## config.mk

```make
export PLATFORM = sky130hd
export DESIGN_NAME = rvc_decoder_top
export DESIGN_NICKNAME = d
export VERILOG_FILES = /design/src/rvc_pkg.sv /design/src/rvc_decoder_top.sv /design/src/rvc_expand.sv /design/src/rvc_classify.sv /design/src/rvc_pipe_reg.sv
export SDC_FILE = /design/constraint.sdc
export NUM_CORES = 1
export LEC_CHECK = 0
export BUFFER_PORTS_ARGS = -buffer_cell sky130_fd_sc_hd__buf_4
export CAP_MARGIN = 30
export CORE_UTILIZATION = 39
export DETAILED_ROUTE_END_ITERATION = 16
export SLEW_MARGIN = 20
export SYNTH_ARGS = -nofsm -noshare
export SYNTH_HDL_FRONTEND = slang
export SYNTH_HIERARCHICAL = 1
export SYNTH_SLANG_ARGS = --single-unit
```

## constraint.sdc

```tcl
create_clock -name clk_i -period 3.5 [get_ports clk_i]
set_input_delay 0.7 -clock clk_i [delete_from_list [all_inputs] [get_ports clk_i]]
set_output_delay 0.7 -clock clk_i [all_outputs]
set_load 0.01 [all_outputs]
```

## src/rvc_pkg.sv

```systemverilog
// rvc package
// shared widths, opcodes, register numbers and stage payloads for the
// RV32 compressed-instruction expander

package rvc_pkg;

    // ------------------------------------------------------------------
    // widths
    // ------------------------------------------------------------------
    localparam int ILEN = 32;
    localparam int CLEN = 16;

    // ------------------------------------------------------------------
    // major opcodes of the expanded word
    // ------------------------------------------------------------------
    localparam logic [6:0] OPC_OP_IMM = 7'b0010011;
    localparam logic [6:0] OPC_OP     = 7'b0110011;
    localparam logic [6:0] OPC_LUI    = 7'b0110111;
    localparam logic [6:0] OPC_LOAD   = 7'b0000011;
    localparam logic [6:0] OPC_STORE  = 7'b0100011;
    localparam logic [6:0] OPC_BRANCH = 7'b1100011;
    localparam logic [6:0] OPC_JAL    = 7'b1101111;
    localparam logic [6:0] OPC_JALR   = 7'b1100111;

    // ebreak has no operands, so the whole word is fixed
    localparam logic [ILEN-1:0] OPC_SYSTEM_EBREAK = 32'h0010_0073;

    // quadrant in bits [1:0] of the fetch word
    localparam logic [1:0] QUAD_C0   = 2'b00;
    localparam logic [1:0] QUAD_C1   = 2'b01;
    localparam logic [1:0] QUAD_C2   = 2'b10;
    localparam logic [1:0] QUAD_FULL = 2'b11;

    // register numbers implied by some compressed forms
    localparam logic [4:0] REG_ZERO = 5'd0;
    localparam logic [4:0] REG_RA   = 5'd1;
    localparam logic [4:0] REG_SP   = 5'd2;

    // 3-bit rd'/rs1'/rs2' fields address x8..x15
    localparam logic [1:0] RVC_REG_BASE = 2'b01;

    // ------------------------------------------------------------------
    // operation codes, one per supported compressed instruction
    // ------------------------------------------------------------------
    typedef enum logic [4:0] {
        OP_ADDI4SPN, OP_LW,    OP_SW,
        OP_ADDI,     OP_JAL,   OP_LI,    OP_LUI,   OP_ADDI16SP,
        OP_SRLI,     OP_SRAI,  OP_ANDI,  OP_SUB,   OP_XOR,
        OP_OR,       OP_AND,   OP_J,     OP_BEQZ,  OP_BNEZ,
        OP_SLLI,     OP_LWSP,  OP_SWSP,  OP_JR,    OP_MV,
        OP_EBREAK,   OP_JALR,  OP_ADD,
        OP_FULL,
        OP_ILLEGAL
    } rvc_op_e;

    // ------------------------------------------------------------------
    // stream payloads
    // ------------------------------------------------------------------
    typedef struct packed {
        logic [ILEN-1:0] instr;
    } rvc_fetch_t;

    // classify to expand, 39 bits
    typedef struct packed {
        logic [ILEN-1:0] raw;
        rvc_op_e         op;
        logic            illegal;
        logic            compressed;
    } rvc_class_t;

    // decoder output, 34 bits
    typedef struct packed {
        logic [ILEN-1:0] instr;
        logic            illegal;
        logic            compressed;
    } rvc_result_t;

endpackage
```

## src/rvc_decoder_top.sv

```systemverilog
// compressed instruction decoder
// two-stage valid/ready pipeline, classify then expand

`timescale 1ns/1ns

module rvc_decoder_top
    import rvc_pkg::*;
(
    input  logic        clk_i,
    input  logic        arst_n_i,

    // fetch stream
    input  logic        in_valid_i,
    input  rvc_fetch_t  in_data_i,
    output logic        in_ready_o,

    // expanded instruction stream
    output logic        out_valid_o,
    output rvc_result_t out_data_o,
    input  logic        out_ready_i
);

    // ------------------------------------------------------------------
    // classify to expand
    // ------------------------------------------------------------------
    logic       class_valid;
    logic       class_ready;
    rvc_class_t class_data;

    rvc_classify u_rvc_classify (
        .clk_i       (clk_i),
        .arst_n_i    (arst_n_i),
        .in_valid_i  (in_valid_i),
        .in_data_i   (in_data_i),
        .in_ready_o  (in_ready_o),
        .out_valid_o (class_valid),
        .out_data_o  (class_data),
        .out_ready_i (class_ready)
    );

    rvc_expand u_rvc_expand (
        .clk_i       (clk_i),
        .arst_n_i    (arst_n_i),
        .in_valid_i  (class_valid),
        .in_data_i   (class_data),
        .in_ready_o  (class_ready),
        .out_valid_o (out_valid_o),
        .out_data_o  (out_data_o),
        .out_ready_i (out_ready_i)
    );

endmodule

```

## src/rvc_expand.sv

```systemverilog
// expand stage
// builds the 32-bit instruction from the operation code and the raw halfword

`timescale 1ns/1ns

module rvc_expand
    import rvc_pkg::*;
(
    input  logic        clk_i,
    input  logic        arst_n_i,

    input  logic        in_valid_i,
    input  rvc_class_t  in_data_i,
    output logic        in_ready_o,

    output logic        out_valid_o,
    output rvc_result_t out_data_o,
    input  logic        out_ready_i
);

    logic [CLEN-1:0] c;
    logic [4:0]      rd;
    logic [4:0]      rs2;
    logic [4:0]      rp_hi;
    logic [4:0]      rp_lo;
    logic [ILEN-1:0] instr_d;
    rvc_result_t     result_d;

    assign c   = in_data_i.raw[CLEN-1:0];
    assign rd  = c[11:7];
    assign rs2 = c[6:2];

    // rs1'/rd' sits in [9:7], rs2'/rd' in [4:2]
    assign rp_hi = {RVC_REG_BASE, c[9:7]};
    assign rp_lo = {RVC_REG_BASE, c[4:2]};

    // ------------------------------------------------------------------
    // field scatter
    // I: imm[11:0] | rs1 | funct3 | rd | opcode
    // S: imm[11:5] | rs2 | rs1 | funct3 | imm[4:0] | opcode
    // ------------------------------------------------------------------
    always_comb begin
        instr_d = in_data_i.raw;

        unique case (in_data_i.op)
            // quadrant 0
            OP_ADDI4SPN: instr_d = {2'b0, c[10:7], c[12:11], c[5], c[6], 2'b00,
                                    REG_SP, 3'b000, rp_lo, OPC_OP_IMM};
            OP_LW:       instr_d = {5'b0, c[5], c[12:10], c[6], 2'b00,
                                    rp_hi, 3'b010, rp_lo, OPC_LOAD};
            OP_SW:       instr_d = {5'b0, c[5], c[12], rp_lo, rp_hi, 3'b010,
                                    c[11:10], c[6], 2'b00, OPC_STORE};

            // quadrant 1, immediates
            OP_ADDI:     instr_d = {{6{c[12]}}, c[12], c[6:2], rd, 3'b000, rd, OPC_OP_IMM};
            OP_LI:       instr_d = {{6{c[12]}}, c[12], c[6:2], REG_ZERO, 3'b000, rd,
                                    OPC_OP_IMM};
            OP_LUI:      instr_d = {{15{c[12]}}, c[6:2], rd, OPC_LUI};
            OP_ADDI16SP: instr_d = {{3{c[12]}}, c[4:3], c[5], c[2], c[6], 4'b0,
                                    REG_SP, 3'b000, REG_SP, OPC_OP_IMM};

            // shamt[5] is carried along as in the encoding
            OP_SRLI:     instr_d = {6'b000000, c[12], c[6:2], rp_hi, 3'b101, rp_hi,
                                    OPC_OP_IMM};
            OP_SRAI:     instr_d = {6'b010000, c[12], c[6:2], rp_hi, 3'b101, rp_hi,
                                    OPC_OP_IMM};
            OP_ANDI:     instr_d = {{6{c[12]}}, c[12], c[6:2], rp_hi, 3'b111, rp_hi,
                                    OPC_OP_IMM};

            // quadrant 1, register-register on x8..x15
            OP_SUB:      instr_d = {7'b0100000, rp_lo, rp_hi, 3'b000, rp_hi, OPC_OP};
            OP_XOR:      instr_d = {7'b0000000, rp_lo, rp_hi, 3'b100, rp_hi, OPC_OP};
            OP_OR:       instr_d = {7'b0000000, rp_lo, rp_hi, 3'b110, rp_hi, OPC_OP};
            OP_AND:      instr_d = {7'b0000000, rp_lo, rp_hi, 3'b111, rp_hi, OPC_OP};

            // jumps, J offset is imm[20|10:1|11|19:12]
            OP_JAL:      instr_d = {c[12], c[8], c[10:9], c[6], c[7], c[2], c[11], c[5:3],
                                    {9{c[12]}}, REG_RA, OPC_JAL};
            OP_J:        instr_d = {c[12], c[8], c[10:9], c[6], c[7], c[2], c[11], c[5:3],
                                    {9{c[12]}}, REG_ZERO, OPC_JAL};

            // branches compare rs1' against x0
            OP_BEQZ:     instr_d = {{4{c[12]}}, c[6:5], c[2], REG_ZERO, rp_hi, 3'b000,
                                    c[11:10], c[4:3], c[12], OPC_BRANCH};
            OP_BNEZ:     instr_d = {{4{c[12]}}, c[6:5], c[2], REG_ZERO, rp_hi, 3'b001,
                                    c[11:10], c[4:3], c[12], OPC_BRANCH};

            // quadrant 2
            OP_SLLI:     instr_d = {6'b0, c[12], c[6:2], rd, 3'b001, rd, OPC_OP_IMM};
            OP_LWSP:     instr_d = {4'b0, c[3:2], c[12], c[6:4], 2'b00,
                                    REG_SP, 3'b010, rd, OPC_LOAD};
            OP_SWSP:     instr_d = {4'b0, c[8:7], c[12], rs2, REG_SP, 3'b010,
                                    c[11:9], 2'b00, OPC_STORE};
            OP_JR:       instr_d = {12'b0, rd, 3'b000, REG_ZERO, OPC_JALR};
            OP_JALR:     instr_d = {12'b0, rd, 3'b000, REG_RA, OPC_JALR};
            OP_MV:       instr_d = {7'b0, rs2, REG_ZERO, 3'b000, rd, OPC_OP};
            OP_ADD:      instr_d = {7'b0, rs2, rd, 3'b000, rd, OPC_OP};
            OP_EBREAK:   instr_d = OPC_SYSTEM_EBREAK;

            // full words and illegal halfwords go out as they came in
            default:     instr_d = in_data_i.raw;
        endcase
    end

    assign result_d = '{
        instr:      instr_d,
        illegal:    in_data_i.illegal,
        compressed: in_data_i.compressed
    };

    rvc_pipe_reg #(
        .payload_t (rvc_result_t)
    ) u_pipe_reg (
        .clk_i    (clk_i),
        .arst_n_i (arst_n_i),
        .valid_i  (in_valid_i),
        .data_i   (result_d),
        .ready_o  (in_ready_o),
        .valid_o  (out_valid_o),
        .data_o   (out_data_o),
        .ready_i  (out_ready_i)
    );

endmodule

```

## src/rvc_classify.sv

```systemverilog
// classify stage
// maps a fetch word to an operation code with illegal and compressed flags

`timescale 1ns/1ns

module rvc_classify
    import rvc_pkg::*;
(
    input  logic       clk_i,
    input  logic       arst_n_i,

    input  logic       in_valid_i,
    input  rvc_fetch_t in_data_i,
    output logic       in_ready_o,

    output logic       out_valid_o,
    output rvc_class_t out_data_o,
    input  logic       out_ready_i
);

    logic [1:0] quad;
    logic [2:0] funct3;
    logic [4:0] rd;
    logic [4:0] rs2;
    rvc_op_e    op_d;
    logic       illegal_d;
    logic       compressed_d;
    rvc_class_t class_d;

    assign quad   = in_data_i.instr[1:0];
    assign funct3 = in_data_i.instr[15:13];
    assign rd     = in_data_i.instr[11:7];
    assign rs2    = in_data_i.instr[6:2];

    // ------------------------------------------------------------------
    // decode
    // ------------------------------------------------------------------
    always_comb begin
        op_d         = OP_FULL;
        illegal_d    = 1'b0;
        compressed_d = 1'b1;

        unique case (quad)
            QUAD_C0: begin
                unique case (funct3)
                    3'b000: begin
                        op_d      = OP_ADDI4SPN;
                        illegal_d = (in_data_i.instr[12:5] == 8'h00);
                    end
                    3'b010:  op_d = OP_LW;
                    3'b110:  op_d = OP_SW;
                    // fld, flw, fsd, fsw and the reserved slot
                    default: illegal_d = 1'b1;
                endcase
            end

            QUAD_C1: begin
                unique case (funct3)
                    3'b000: op_d = OP_ADDI;
                    3'b001: op_d = OP_JAL;
                    3'b010: op_d = OP_LI;
                    3'b011: begin
                        op_d      = (rd == REG_SP) ? OP_ADDI16SP : OP_LUI;
                        illegal_d = ({in_data_i.instr[12], rs2} == 6'b0);
                    end
                    3'b100: begin
                        unique case (in_data_i.instr[11:10])
                            2'b00: op_d = OP_SRLI;
                            2'b01: op_d = OP_SRAI;
                            2'b10: op_d = OP_ANDI;
                            default: begin
                                unique case ({in_data_i.instr[12], in_data_i.instr[6:5]})
                                    3'b000:  op_d = OP_SUB;
                                    3'b001:  op_d = OP_XOR;
                                    3'b010:  op_d = OP_OR;
                                    3'b011:  op_d = OP_AND;
                                    // subw, addw and reserved
                                    default: illegal_d = 1'b1;
                                endcase
                            end
                        endcase
                    end
                    3'b101:  op_d = OP_J;
                    3'b110:  op_d = OP_BEQZ;
                    default: op_d = OP_BNEZ;
                endcase
            end

            QUAD_C2: begin
                unique case (funct3)
                    3'b000: op_d = OP_SLLI;
                    3'b010: begin
                        op_d      = OP_LWSP;
                        illegal_d = (rd == REG_ZERO);
                    end
                    3'b100: begin
                        if (!in_data_i.instr[12]) begin
                            op_d      = (rs2 == REG_ZERO) ? OP_JR : OP_MV;
                            illegal_d = (rs2 == REG_ZERO) && (rd == REG_ZERO);
                        end else if (rs2 != REG_ZERO) begin
                            op_d = OP_ADD;
                        end else begin
                            op_d = (rd == REG_ZERO) ? OP_EBREAK : OP_JALR;
                        end
                    end
                    3'b110:  op_d = OP_SWSP;
                    // the sp-relative fp and rv64 forms
                    default: illegal_d = 1'b1;
                endcase
            end

            QUAD_FULL: compressed_d = 1'b0;
        endcase

        if (illegal_d) begin
            op_d = OP_ILLEGAL;
        end
    end

    assign class_d = '{
        raw:        in_data_i.instr,
        op:         op_d,
        illegal:    illegal_d,
        compressed: compressed_d
    };

    rvc_pipe_reg #(
        .payload_t (rvc_class_t)
    ) u_pipe_reg (
        .clk_i    (clk_i),
        .arst_n_i (arst_n_i),
        .valid_i  (in_valid_i),
        .data_i   (class_d),
        .ready_o  (in_ready_o),
        .valid_o  (out_valid_o),
        .data_o   (out_data_o),
        .ready_i  (out_ready_i)
    );

endmodule

```

## src/rvc_pipe_reg.sv

```systemverilog
// pipeline stage register
// holds one payload with its valid bit on a valid/ready stream

`timescale 1ns/1ns

module rvc_pipe_reg #(
    parameter type payload_t = logic
) (
    input  logic     clk_i,
    input  logic     arst_n_i,

    input  logic     valid_i,
    input  payload_t data_i,
    output logic     ready_o,

    output logic     valid_o,
    output payload_t data_o,
    input  logic     ready_i
);

    logic     full_q;
    payload_t data_q;

    // take a new word when empty or when the held one leaves this cycle
    assign ready_o = ~full_q | ready_i;

    always_ff @(posedge clk_i or negedge arst_n_i) begin
        if (!arst_n_i) begin
            full_q <= 1'b0;
        end else if (ready_o) begin
            full_q <= valid_i;
        end
    end

    always_ff @(posedge clk_i) begin
        if (valid_i && ready_o) begin
            data_q <= data_i;
        end
    end

    assign valid_o = full_q;
    assign data_o  = data_q;

endmodule

```

After elaboration in Yosys (flattened, before gate mapping)
Cells that the tools add are included.
- register bits after elaboration: 75
- input bits: 36
- output and inout bits: 36
- logic and storage cells: 90
- eq/ne operators: 40
- mux-type cells: 20
- bitwise gates (word level): 4
- reduce and logical (&&, ||, !) cells: 17
- operators by type and width (cell ; number):
    case mux 32 bit (26 select lines) ; 1
    equality test 5 bit (second input constant) ; 10
    case mux 5 bit (3 select lines) ; 3
    equality test 5 x 4 -> 1 bit (second input constant) ; 8
    case mux 5 bit (4 select lines) ; 2
    case mux 5 bit (7 select lines) ; 1
    equality test 5 x 3 -> 1 bit (second input constant) ; 4
    equality test 5 x 2 -> 1 bit (second input constant) ; 3
    zero test 5 bit ; 3
    equality test 3 x 2 -> 1 bit (second input constant) ; 4
    2-to-1 mux 5 bit ; 2
    equality test 3 bit (second input constant) ; 3
    zero test 8 bit ; 1
    equality test 2 bit (second input constant) ; 3
    equality test 3 x 1 -> 1 bit (second input constant) ; 2
    zero test 3 bit ; 2
    zero test 6 bit ; 1
    case mux 1 bit (3 select lines) ; 2
    equality test 5 x 1 -> 1 bit (second input constant) ; 1
    2-to-1 mux 1 bit ; 5
    nonzero test 5 bit ; 1
    equality test 2 x 1 -> 1 bit (second input constant) ; 2
    zero test 2 bit ; 2
    2-to-1 mux 4 bit ; 1
    8 further kinds ; 14

Logic depth before layout (Yosys ltp)
Gate-level depths: netlist of run 1.
- word-level depth: 6
- gate-level depth with buffers: 8
- mapped depth without buffers: 5

Hierarchy
The synthesis of run 1 kept the hierarchy.
- modules (own cells, without submodules) (module ; times used ; cells an instance ; area each (sq um) ; seq. area each (sq um)):
    rvc_expand ; 1 ; 317 ; 1863.0 ; 0.0
    rvc_pipe_reg (u_rvc_classify.u_pipe_reg) ; 1 ; 43 ; 1224.9 ; 1196.1
    rvc_pipe_reg (u_rvc_expand.u_pipe_reg) ; 1 ; 38 ; 1074.8 ; 1046.0
    rvc_classify ; 1 ; 75 ; 442.9 ; 0.0

Least setup slack after synthesis of run 1
OpenSTA, ideal clock, no wires.
- path type: in2reg
- start: in in_data_i[3] (netlist name)
- end: reg u_rvc_classify.u_pipe_reg.data_q, in the netlist u_rvc_classify/u_pipe_reg/data_o[4] (data pin)
- setup time: 259 ps
- data arrival time: 1826 ps
- data required time: 3241 ps
- path slack: 1415 ps
- stages on the path: 5
- buffers on the path: 0
- cells stage by stage: or4_1 -> o31a_1 -> o21a_1 -> o21ai_2 -> a21oi_1
- word-level cells in the longest chain between the ends: 5
- elaborated cells on any way between the ends: 12
- classes of those cells: mux (8); reduce/logical (4)
- ends and longest elaborated chain (item ; RTL line ; source):
    start: declaration ; rvc_decoder_top.sv:14 ; input rvc_fetch_t in_data_i,
    zero test 5 bit ; rvc_classify.sv:99 ; illegal_d = (rs2 == REG_ZERO) && (rd == REG_ZERO);
    logical AND 1 bit ; rvc_classify.sv:99 ;
    2-to-1 mux 1 bit ; rvc_classify.sv:97 ; if (!in_data_i.instr[12]) begin
    case mux 1 bit (3 select lines) ; rvc_classify.sv:90 ; unique case (funct3)
    case mux 1 bit (3 select lines) (*) ; rvc_classify.sv:43 ; unique case (quad)
    named net u_rvc_classify.illegal_d ; rvc_classify.sv:26 ; logic illegal_d;
    end signal: assignment ; rvc_pipe_reg.sv:37 ; data_q <= data_i;
    end: declaration ; rvc_pipe_reg.sv:22 ; payload_t data_q;
Mark *: on every way through the listed nets, which the timed path passes. The rest lies on a longest branch.
A chain may end at the register's enable or synchronous reset.

Final worst setup path of run 1
- start: reg u_rvc_classify.u_pipe_reg.data_q, in the netlist u_rvc_classify/u_pipe_reg/data_o[4]
- end: reg u_rvc_expand.u_pipe_reg.data_q, in the netlist u_rvc_expand/u_pipe_reg/data_o[18] (data pin)
- word-level cells in the longest chain between the ends: 2
- elaborated cells on any way between the ends: 27
- classes of those cells: eq/ne (25); mux (1); reduce/logical (1)
- ends and longest elaborated chain (item ; RTL line ; source):
    equality test 5 bit (tied with other cells) ; rvc_expand.sv:45 ; unique case (in_data_i.op)
    case mux 32 bit (26 select lines) (*) ; rvc_expand.sv:45 ;
    named net u_rvc_expand.instr_d[16] ; rvc_expand.sv:26 ; logic [ILEN-1:0] instr_d;
    end signal: assignment ; rvc_pipe_reg.sv:37 ;
    end: declaration ; rvc_pipe_reg.sv:22 ;
Marked as above.

==> metrics.yaml, run 1 <==
outcome: "finished, final reports clean"
cts_tree: "built"
synth-xor-area-share: 0.00570
yosysSeqAreaShare: 0.487
dieArea_mm2: 0.0122
cts_sinks: 75
groute.usage.overall: 0.226
yosysUniqueCellTypes: 70
synth_cells: 473
fin_ws_ps: 1070
gp_congestion: 0.901
synth_ff_type: "edfxtp_1"
clock-skew-final_ps: 4.76
arrival_ps: 2520
r2r_end: "u_rvc_expand/u_pipe_reg/data_o[18]"
drive_gt1_frac: 0.216
ios: 72
finalNetCount: 563
slew-limit-headroom: 0.500
cts_buffer_depth: 2
irDropWorstVdd_mv: 0.246
dr.pass1.iters: 5
portBuffers: 71
cp_slowest_stage_delay_ps: 700
end_kind: "register"
combPwrFrac: 0.179
worst_setup_path_start_kind: "register"
cp_slowest_cell: "edfxtp_1"
worst-r2r-cell-count: 5
postRouteAntennaNets: 0
synth-seq-cells: 75
cp_common_cell: "nand2_1"
place_ws_ps: 1150
p_leak_uw: 0.00201
synth_edf_count: 73
crit_path_max_fanout: 20
numCtsBuffers: 9
synth_top_family_by_area: "compound AO/OA/AOI/OAI gates"
rr_startpoint: "u_rvc_classify/u_pipe_reg/data_o[4]"
worstMarginPinSlew_ps: 750
vias: 4136
antenna_cells: 0
grt_pass1_vias: 3862
routedWlPerCell_um: 20.3
seqPwrFrac: 0.435
hold_violations: 0
syn_to_final_growth_pct: 19.3
dp_hpwl_um: 9610
path_clk_slew_ps: 60
yosys.area_share.adder: 0
rsz0062_at_grt: "no"
antenna_found_initial: 0
critPathKind: "register to register"
viasPerCell: 6.13
hp-class: "primary input to async pin"
instances_no_fill: 675
drt_iter0_drc: 402
grt_pass1_wl_um: 21300
p_clk_frac: 0.387
reg2reg_slack_ps: 1070
switching_share: 0.270
syn_avg_cell_area_um2: 9.74
coreArea_mm2: 0.0115
finalSetupTns_ps: 0
crit_path_cell_trace: "inv_1, nand2_1, nand2_1, nand3_1, o32a_1"
cts_hold_buf: 0
synth_compound_area_frac: 0.247
power.internal_uw: 1900
cts_resized: 0
layout_common_cells: "buf_4 (82), edfxtp_1 (73), nand2_1 (49)"
setup_viol: 0
die_h_um: 111
synthArstFlopShare: 0.0267
cp_data_required_time_ps: 3590
synth-simple-area-share: 0.193
synth-warning-count: 6
syn-cell-area_mm2: 0.00461
p_switching_uw: 705
mostFrequentLayoutCell: "buf_4"
powerDensity_mw_per_mm2: 475
root_buffer: "clkbuf_16"
timing.fmax_mhz: 412
fin_crit_ps: 2430
clock_latency_ps: 340
routed_wl_um: 13700
dp_cells: 659
grt_max_degree: 46
cts_setup_buffers: 0
maxSlewViolCount: 0
cts_htree_levels: 3
synth_fp_nets: 509
drv_cap: 0
drc_errors: 0
grt-ovfl-total: 0
period_share: 0.694
yosys-mux-area-fraction: 0.00679
rows: 39
fp.dieW_um: 111
start_util: 0.402
==> critical path: cells and delay by family (launching register included) <==
| kind | cells | cell delay, ps |
|---|---|---|
| buf+inv | 1 | 260 |
| compound gates | 1 | 320 |
| simple gates | 3 | 900 |
| flops | 1 | 700 |
==> synth_stat cells (5+ instances only) <==
library cell | number | area share
buf_2 | 18 | 0.020
nand2b_1 | 15 | 0.020
clkbuf_1 | 6 | 0.0049
edfxtp_1 | 73 | 0.48
o31ai_1 | 5 | 0.0082
o21ai_0 | 44 | 0.048
nand3_1 | 11 | 0.012
nand2_1 | 49 | 0.040
inv_1 | 7 | 0.0057
a32oi_1 | 6 | 0.011
buf_6 | 5 | 0.012
nand4_1 | 5 | 0.0068
nor2_1 | 37 | 0.030
o22ai_1 | 7 | 0.0095
o211ai_1 | 5 | 0.0082
a31oi_1 | 10 | 0.014
o32a_1 | 5 | 0.011
a22oi_1 | 8 | 0.013
nor2b_1 | 13 | 0.018
o22a_1 | 5 | 0.0095
nor3_1 | 8 | 0.0087
a21oi_1 | 35 | 0.038
buf_4 | 10 | 0.016
==> stage by stage <==
step / instance area (µm²) / hold slack (ps) / utilization / total power, µW
after detailed placement: 5170 / 433 / 0.451 / 1610
after global routing: 5500 / 125 / 0.479 / 2720
after CTS: 5500 / 119 / 0.479 / 2630
after global placement: 5170 / 415 / 0.451 / 1610
after floorplan: 4610 / 400 / - / 1430
final: 5500 / 131 / 0.479 / 2610
==> worst max path at each step <==
stage,start,end,slack [ps]
2_1_floorplan,in_data_i[3],u_rvc_classify/u_pipe_reg/data_o[4],1410
3_3_place_gp,u_rvc_classify/u_pipe_reg/data_o[4],u_rvc_expand/u_pipe_reg/data_o[23],1080
3_5_place_dp,u_rvc_classify/u_pipe_reg/data_o[4],u_rvc_expand/u_pipe_reg/data_o[18],1150
4_1_cts,u_rvc_classify/u_pipe_reg/data_o[4],u_rvc_expand/u_pipe_reg/data_o[18],1110
5_1_grt,u_rvc_classify/u_pipe_reg/data_o[4],u_rvc_expand/u_pipe_reg/data_o[18],940
6_report,u_rvc_classify/u_pipe_reg/data_o[4],u_rvc_expand/u_pipe_reg/data_o[18],1070
==> flip-flops by register name (all words and copies together) (netlist names) <==
| name | cells |
|---|---|
| u_rvc_classify/u_pipe_reg/data_o | 39 |
| u_rvc_classify/u_pipe_reg/valid_o | 1 |
| u_rvc_expand/u_pipe_reg/data_o | 34 |
| u_rvc_expand/u_pipe_reg/valid_o | 1 |
==> kinds of logic after synthesis <==
kind of cell    after synthesis
compound gates              172
simple gates                172
flops                        75
buf+inv                      48
xor+xnor                      3
mux                           3
==> metal layers <==
| layer | wire length, µm | GRT usage |
|---|---|---|
| met3 | 1060 | 0.0410 |
| met5 | 0 | 0 |
| met2 | 6430 | 0.350 |
| met4 | 499 | 0.113 |
| met1 | 5700 | 0.303 |
==> area by class of cell <==
| class | count | area (µm²) |
|---|---|---|
| timing repair buffer | 83 | 636 |
| clock buffer | 9 | 225 |
| sequential | 75 | 2240 |
| fill | 1066 | 5970 |
| clock inverter | 7 | 100 |
| multi-input combinational | 350 | 2080 |
| inverter | 8 | 30.0 |
| tap | 143 | 179 |
==> power groups by stage <==
stage	combinational [µW]	clock, µW	sequential (µW)
5_1_grt	505	1070	1140
3_3_place_gp	459	0	1150
2_1_floorplan	283	0	1150
4_1_cts	462	1030	1130
6_report	466	1010	1130
3_5_place_dp	461	0	1150
Note: power is estimated with default switching activity, not from simulation.
==> inputs of run 2 (changes only) <==
==> constraint.sdc (replaced) <==
create_clock -name clk_i -period 2.1 [get_ports clk_i]
set_input_delay 0.42 -clock clk_i [delete_from_list [all_inputs] [get_ports clk_i]]
set_output_delay 0.42 -clock clk_i [all_outputs]
set_load 0.01 [all_outputs]
==> run 2 against run 1 <==
Net effect: die area unchanged; sequential power increased by 65%; global-route usage increased by 3.2 points; via count increased by 5.6%; count of clock-buffer cells in the layout unchanged; power increased by 77%; final area increased by 7.8%; worst hold slack improved by 120 ps; flip-flop and latch count unchanged.
==> metrics.yaml, run 2 (same netlist as run 1, synthesis figures left out) <==
min_from: "in_data_i[19]"
fin_crit_ps: 2010
finalSetupTns_ps: 0
cts_htree_levels: 3
drt_iter0_drc: 424
irDropWorstVdd_mv: 0.426
syn_to_final_growth_pct: 28.6
min_path_cells: 1
path_clk_slew_ps: 60
routedWlPerCell_um: 21.0
cts_sinks: 75
cp_slowest_cell: "nor2b_1"
fp.dieW_um: 111
finalNetCount: 610
grt-ovfl-total: 0
timing.fmax_mhz: 497
hold_violations: 0
drive_gt1_frac: 0.282
powerDensity_mw_per_mm2: 779
reg2reg_slack_ps: 90
root_buffer: "clkbuf_16"
period_share: 0.958
portBuffers: 71
numCtsBuffers: 9
cp_top_family: "simple AND/OR/NAND/NOR gates"
mostFrequentLayoutCell: "buf_4"
drv_cap: 0
hold_end: "u_rvc_classify/u_pipe_reg/data_o[26]"
worstMarginPinSlew_ps: 603
dieArea_mm2: 0.0122
crit_path_cell_trace: "buf_12, nor2b_1, buf_4, nand2_1, nor2_1, a311oi_1, a31oi_1"
path_buf_inv: 2
layout_common_cells: "buf_4 (125), edfxtp_1 (73), nand2_1 (49)"
rows: 39
postRouteAntennaNets: 0
dp_hpwl_um: 11300
groute.usage.overall: 0.258
dp_cells: 705
cts_setup_buffers: 0
grt_max_degree: 40
instances_no_fill: 722
grt_pass1_wl_um: 24300
cts_tree: "built"
start_util: 0.402
antenna_cells: 0
clock_latency_ps: 340
coreArea_mm2: 0.0115
die_h_um: 111
slew-limit-headroom: 0.596
grt_pass1_vias: 4319
gp_congestion: 0.954
setup_viol: 0
clock-skew-final_ps: 6.26
rr_startpoint: "u_rvc_classify/u_pipe_reg/data_o[4]"
ios: 72
outcome: "finished, final reports clean"
largest_register_ffs: 39
arrival_ps: 2200
end_kind: "register"
dr.pass1.iters: 5
p_leak_uw: 0.00227
hp-class: "primary input to register"
antenna_found_initial: 0
cts_buffer_depth: 2
worst_setup_path_start_kind: "register"
cp_slowest_stage_delay_ps: 520
drc_errors: 0
routed_wl_um: 15100
rsz0062_at_grt: "no"
worst-r2r-cell-count: 7
r2r_end: "u_rvc_expand/u_pipe_reg/data_o[17]"
critPathKind: "register to register"
crit_path_max_fanout: 33
cp_data_required_time_ps: 2290
vias: 4368
maxSlewViolCount: 0
viasPerCell: 6.05
## run 2: worst max-delay path by stage
stage / start / end / slack (ps) / cells after the start
floorplan: in_data_i[3] / u_rvc_classify/u_pipe_reg/data_o[4] / 290 / 5
global placement: u_rvc_classify/u_pipe_reg/data_o[4] / u_rvc_expand/u_pipe_reg/data_o[22] / 80 / 7
global route: u_rvc_classify/u_pipe_reg/data_o[3] / u_rvc_expand/u_pipe_reg/data_o[17] / 3 / 6
finish: u_rvc_classify/u_pipe_reg/data_o[4] / u_rvc_expand/u_pipe_reg/data_o[17] / 90 / 7
CTS: u_rvc_classify/u_pipe_reg/data_o[4] / u_rvc_expand/u_pipe_reg/data_o[17] / 80 / 7
detailed placement: in_data_i[3] / u_rvc_classify/u_pipe_reg/data_o[4] / 80 / 6
## run 2: metrics by stage
step / utilization / power [µW] / area (µm²) / hold WS (ps) / setup slack (ps)
final: 0.517 / 4610 / 5920 / 249 / 87.6
after global routing: 0.517 / 4800 / 5920 / 235 / 3.11
after CTS: 0.516 / 4640 / 5920 / 241 / 84.0
after detailed placement: 0.484 / 2790 / 5550 / 204 / 80.4
after global placement: 0.484 / 2790 / 5550 / 203 / 82.2
after floorplan: - / 2380 / 4610 / 124 / 295
## run 2: area by class of cell
| type | instances | area [µm²] |
|---|---|---|
| clock buffers | 9 | 225 |
| clock inverters | 7 | 130 |
| fillers | 1055 | 5540 |
| inverters | 8 | 30.0 |
| multi-input cells | 350 | 2090 |
| flip-flops and latches | 75 | 2240 |
| well taps | 143 | 179 |
| repair buffers | 130 | 1030 |
## run 2: timing repair
| item | 4_1_cts | 5_1_grt |
|---|---|---|
| hold buffers | 1 | 0 |
| hold endpoints to repair | 2 | 0 |
| setup endpoints to repair | 0 | 1 |
| gates resized for setup | 0 | 1 |
## run 2: per-layer routing
metal | part of all wire | routed length (µm) | vias up | global-route usage
met4 | 0.044 | 660 | 0 | 0.140
met5 | 0 | 0 | - | 0
met3 | 0.061 | 918 | 42 | 0.0355
met2 | 0.48 | 7270 | 218 | 0.408
met1 | 0.42 | 6280 | 2099 | 0.342
li1 | - | - | 2009 | -
## run 2: power by group
group          switching [µW]  total, µW  internal, µW
combinational             506        897           391
clock                     657       1840          1190
sequential               71.4       1870          1800
total                    1230       4610          3380
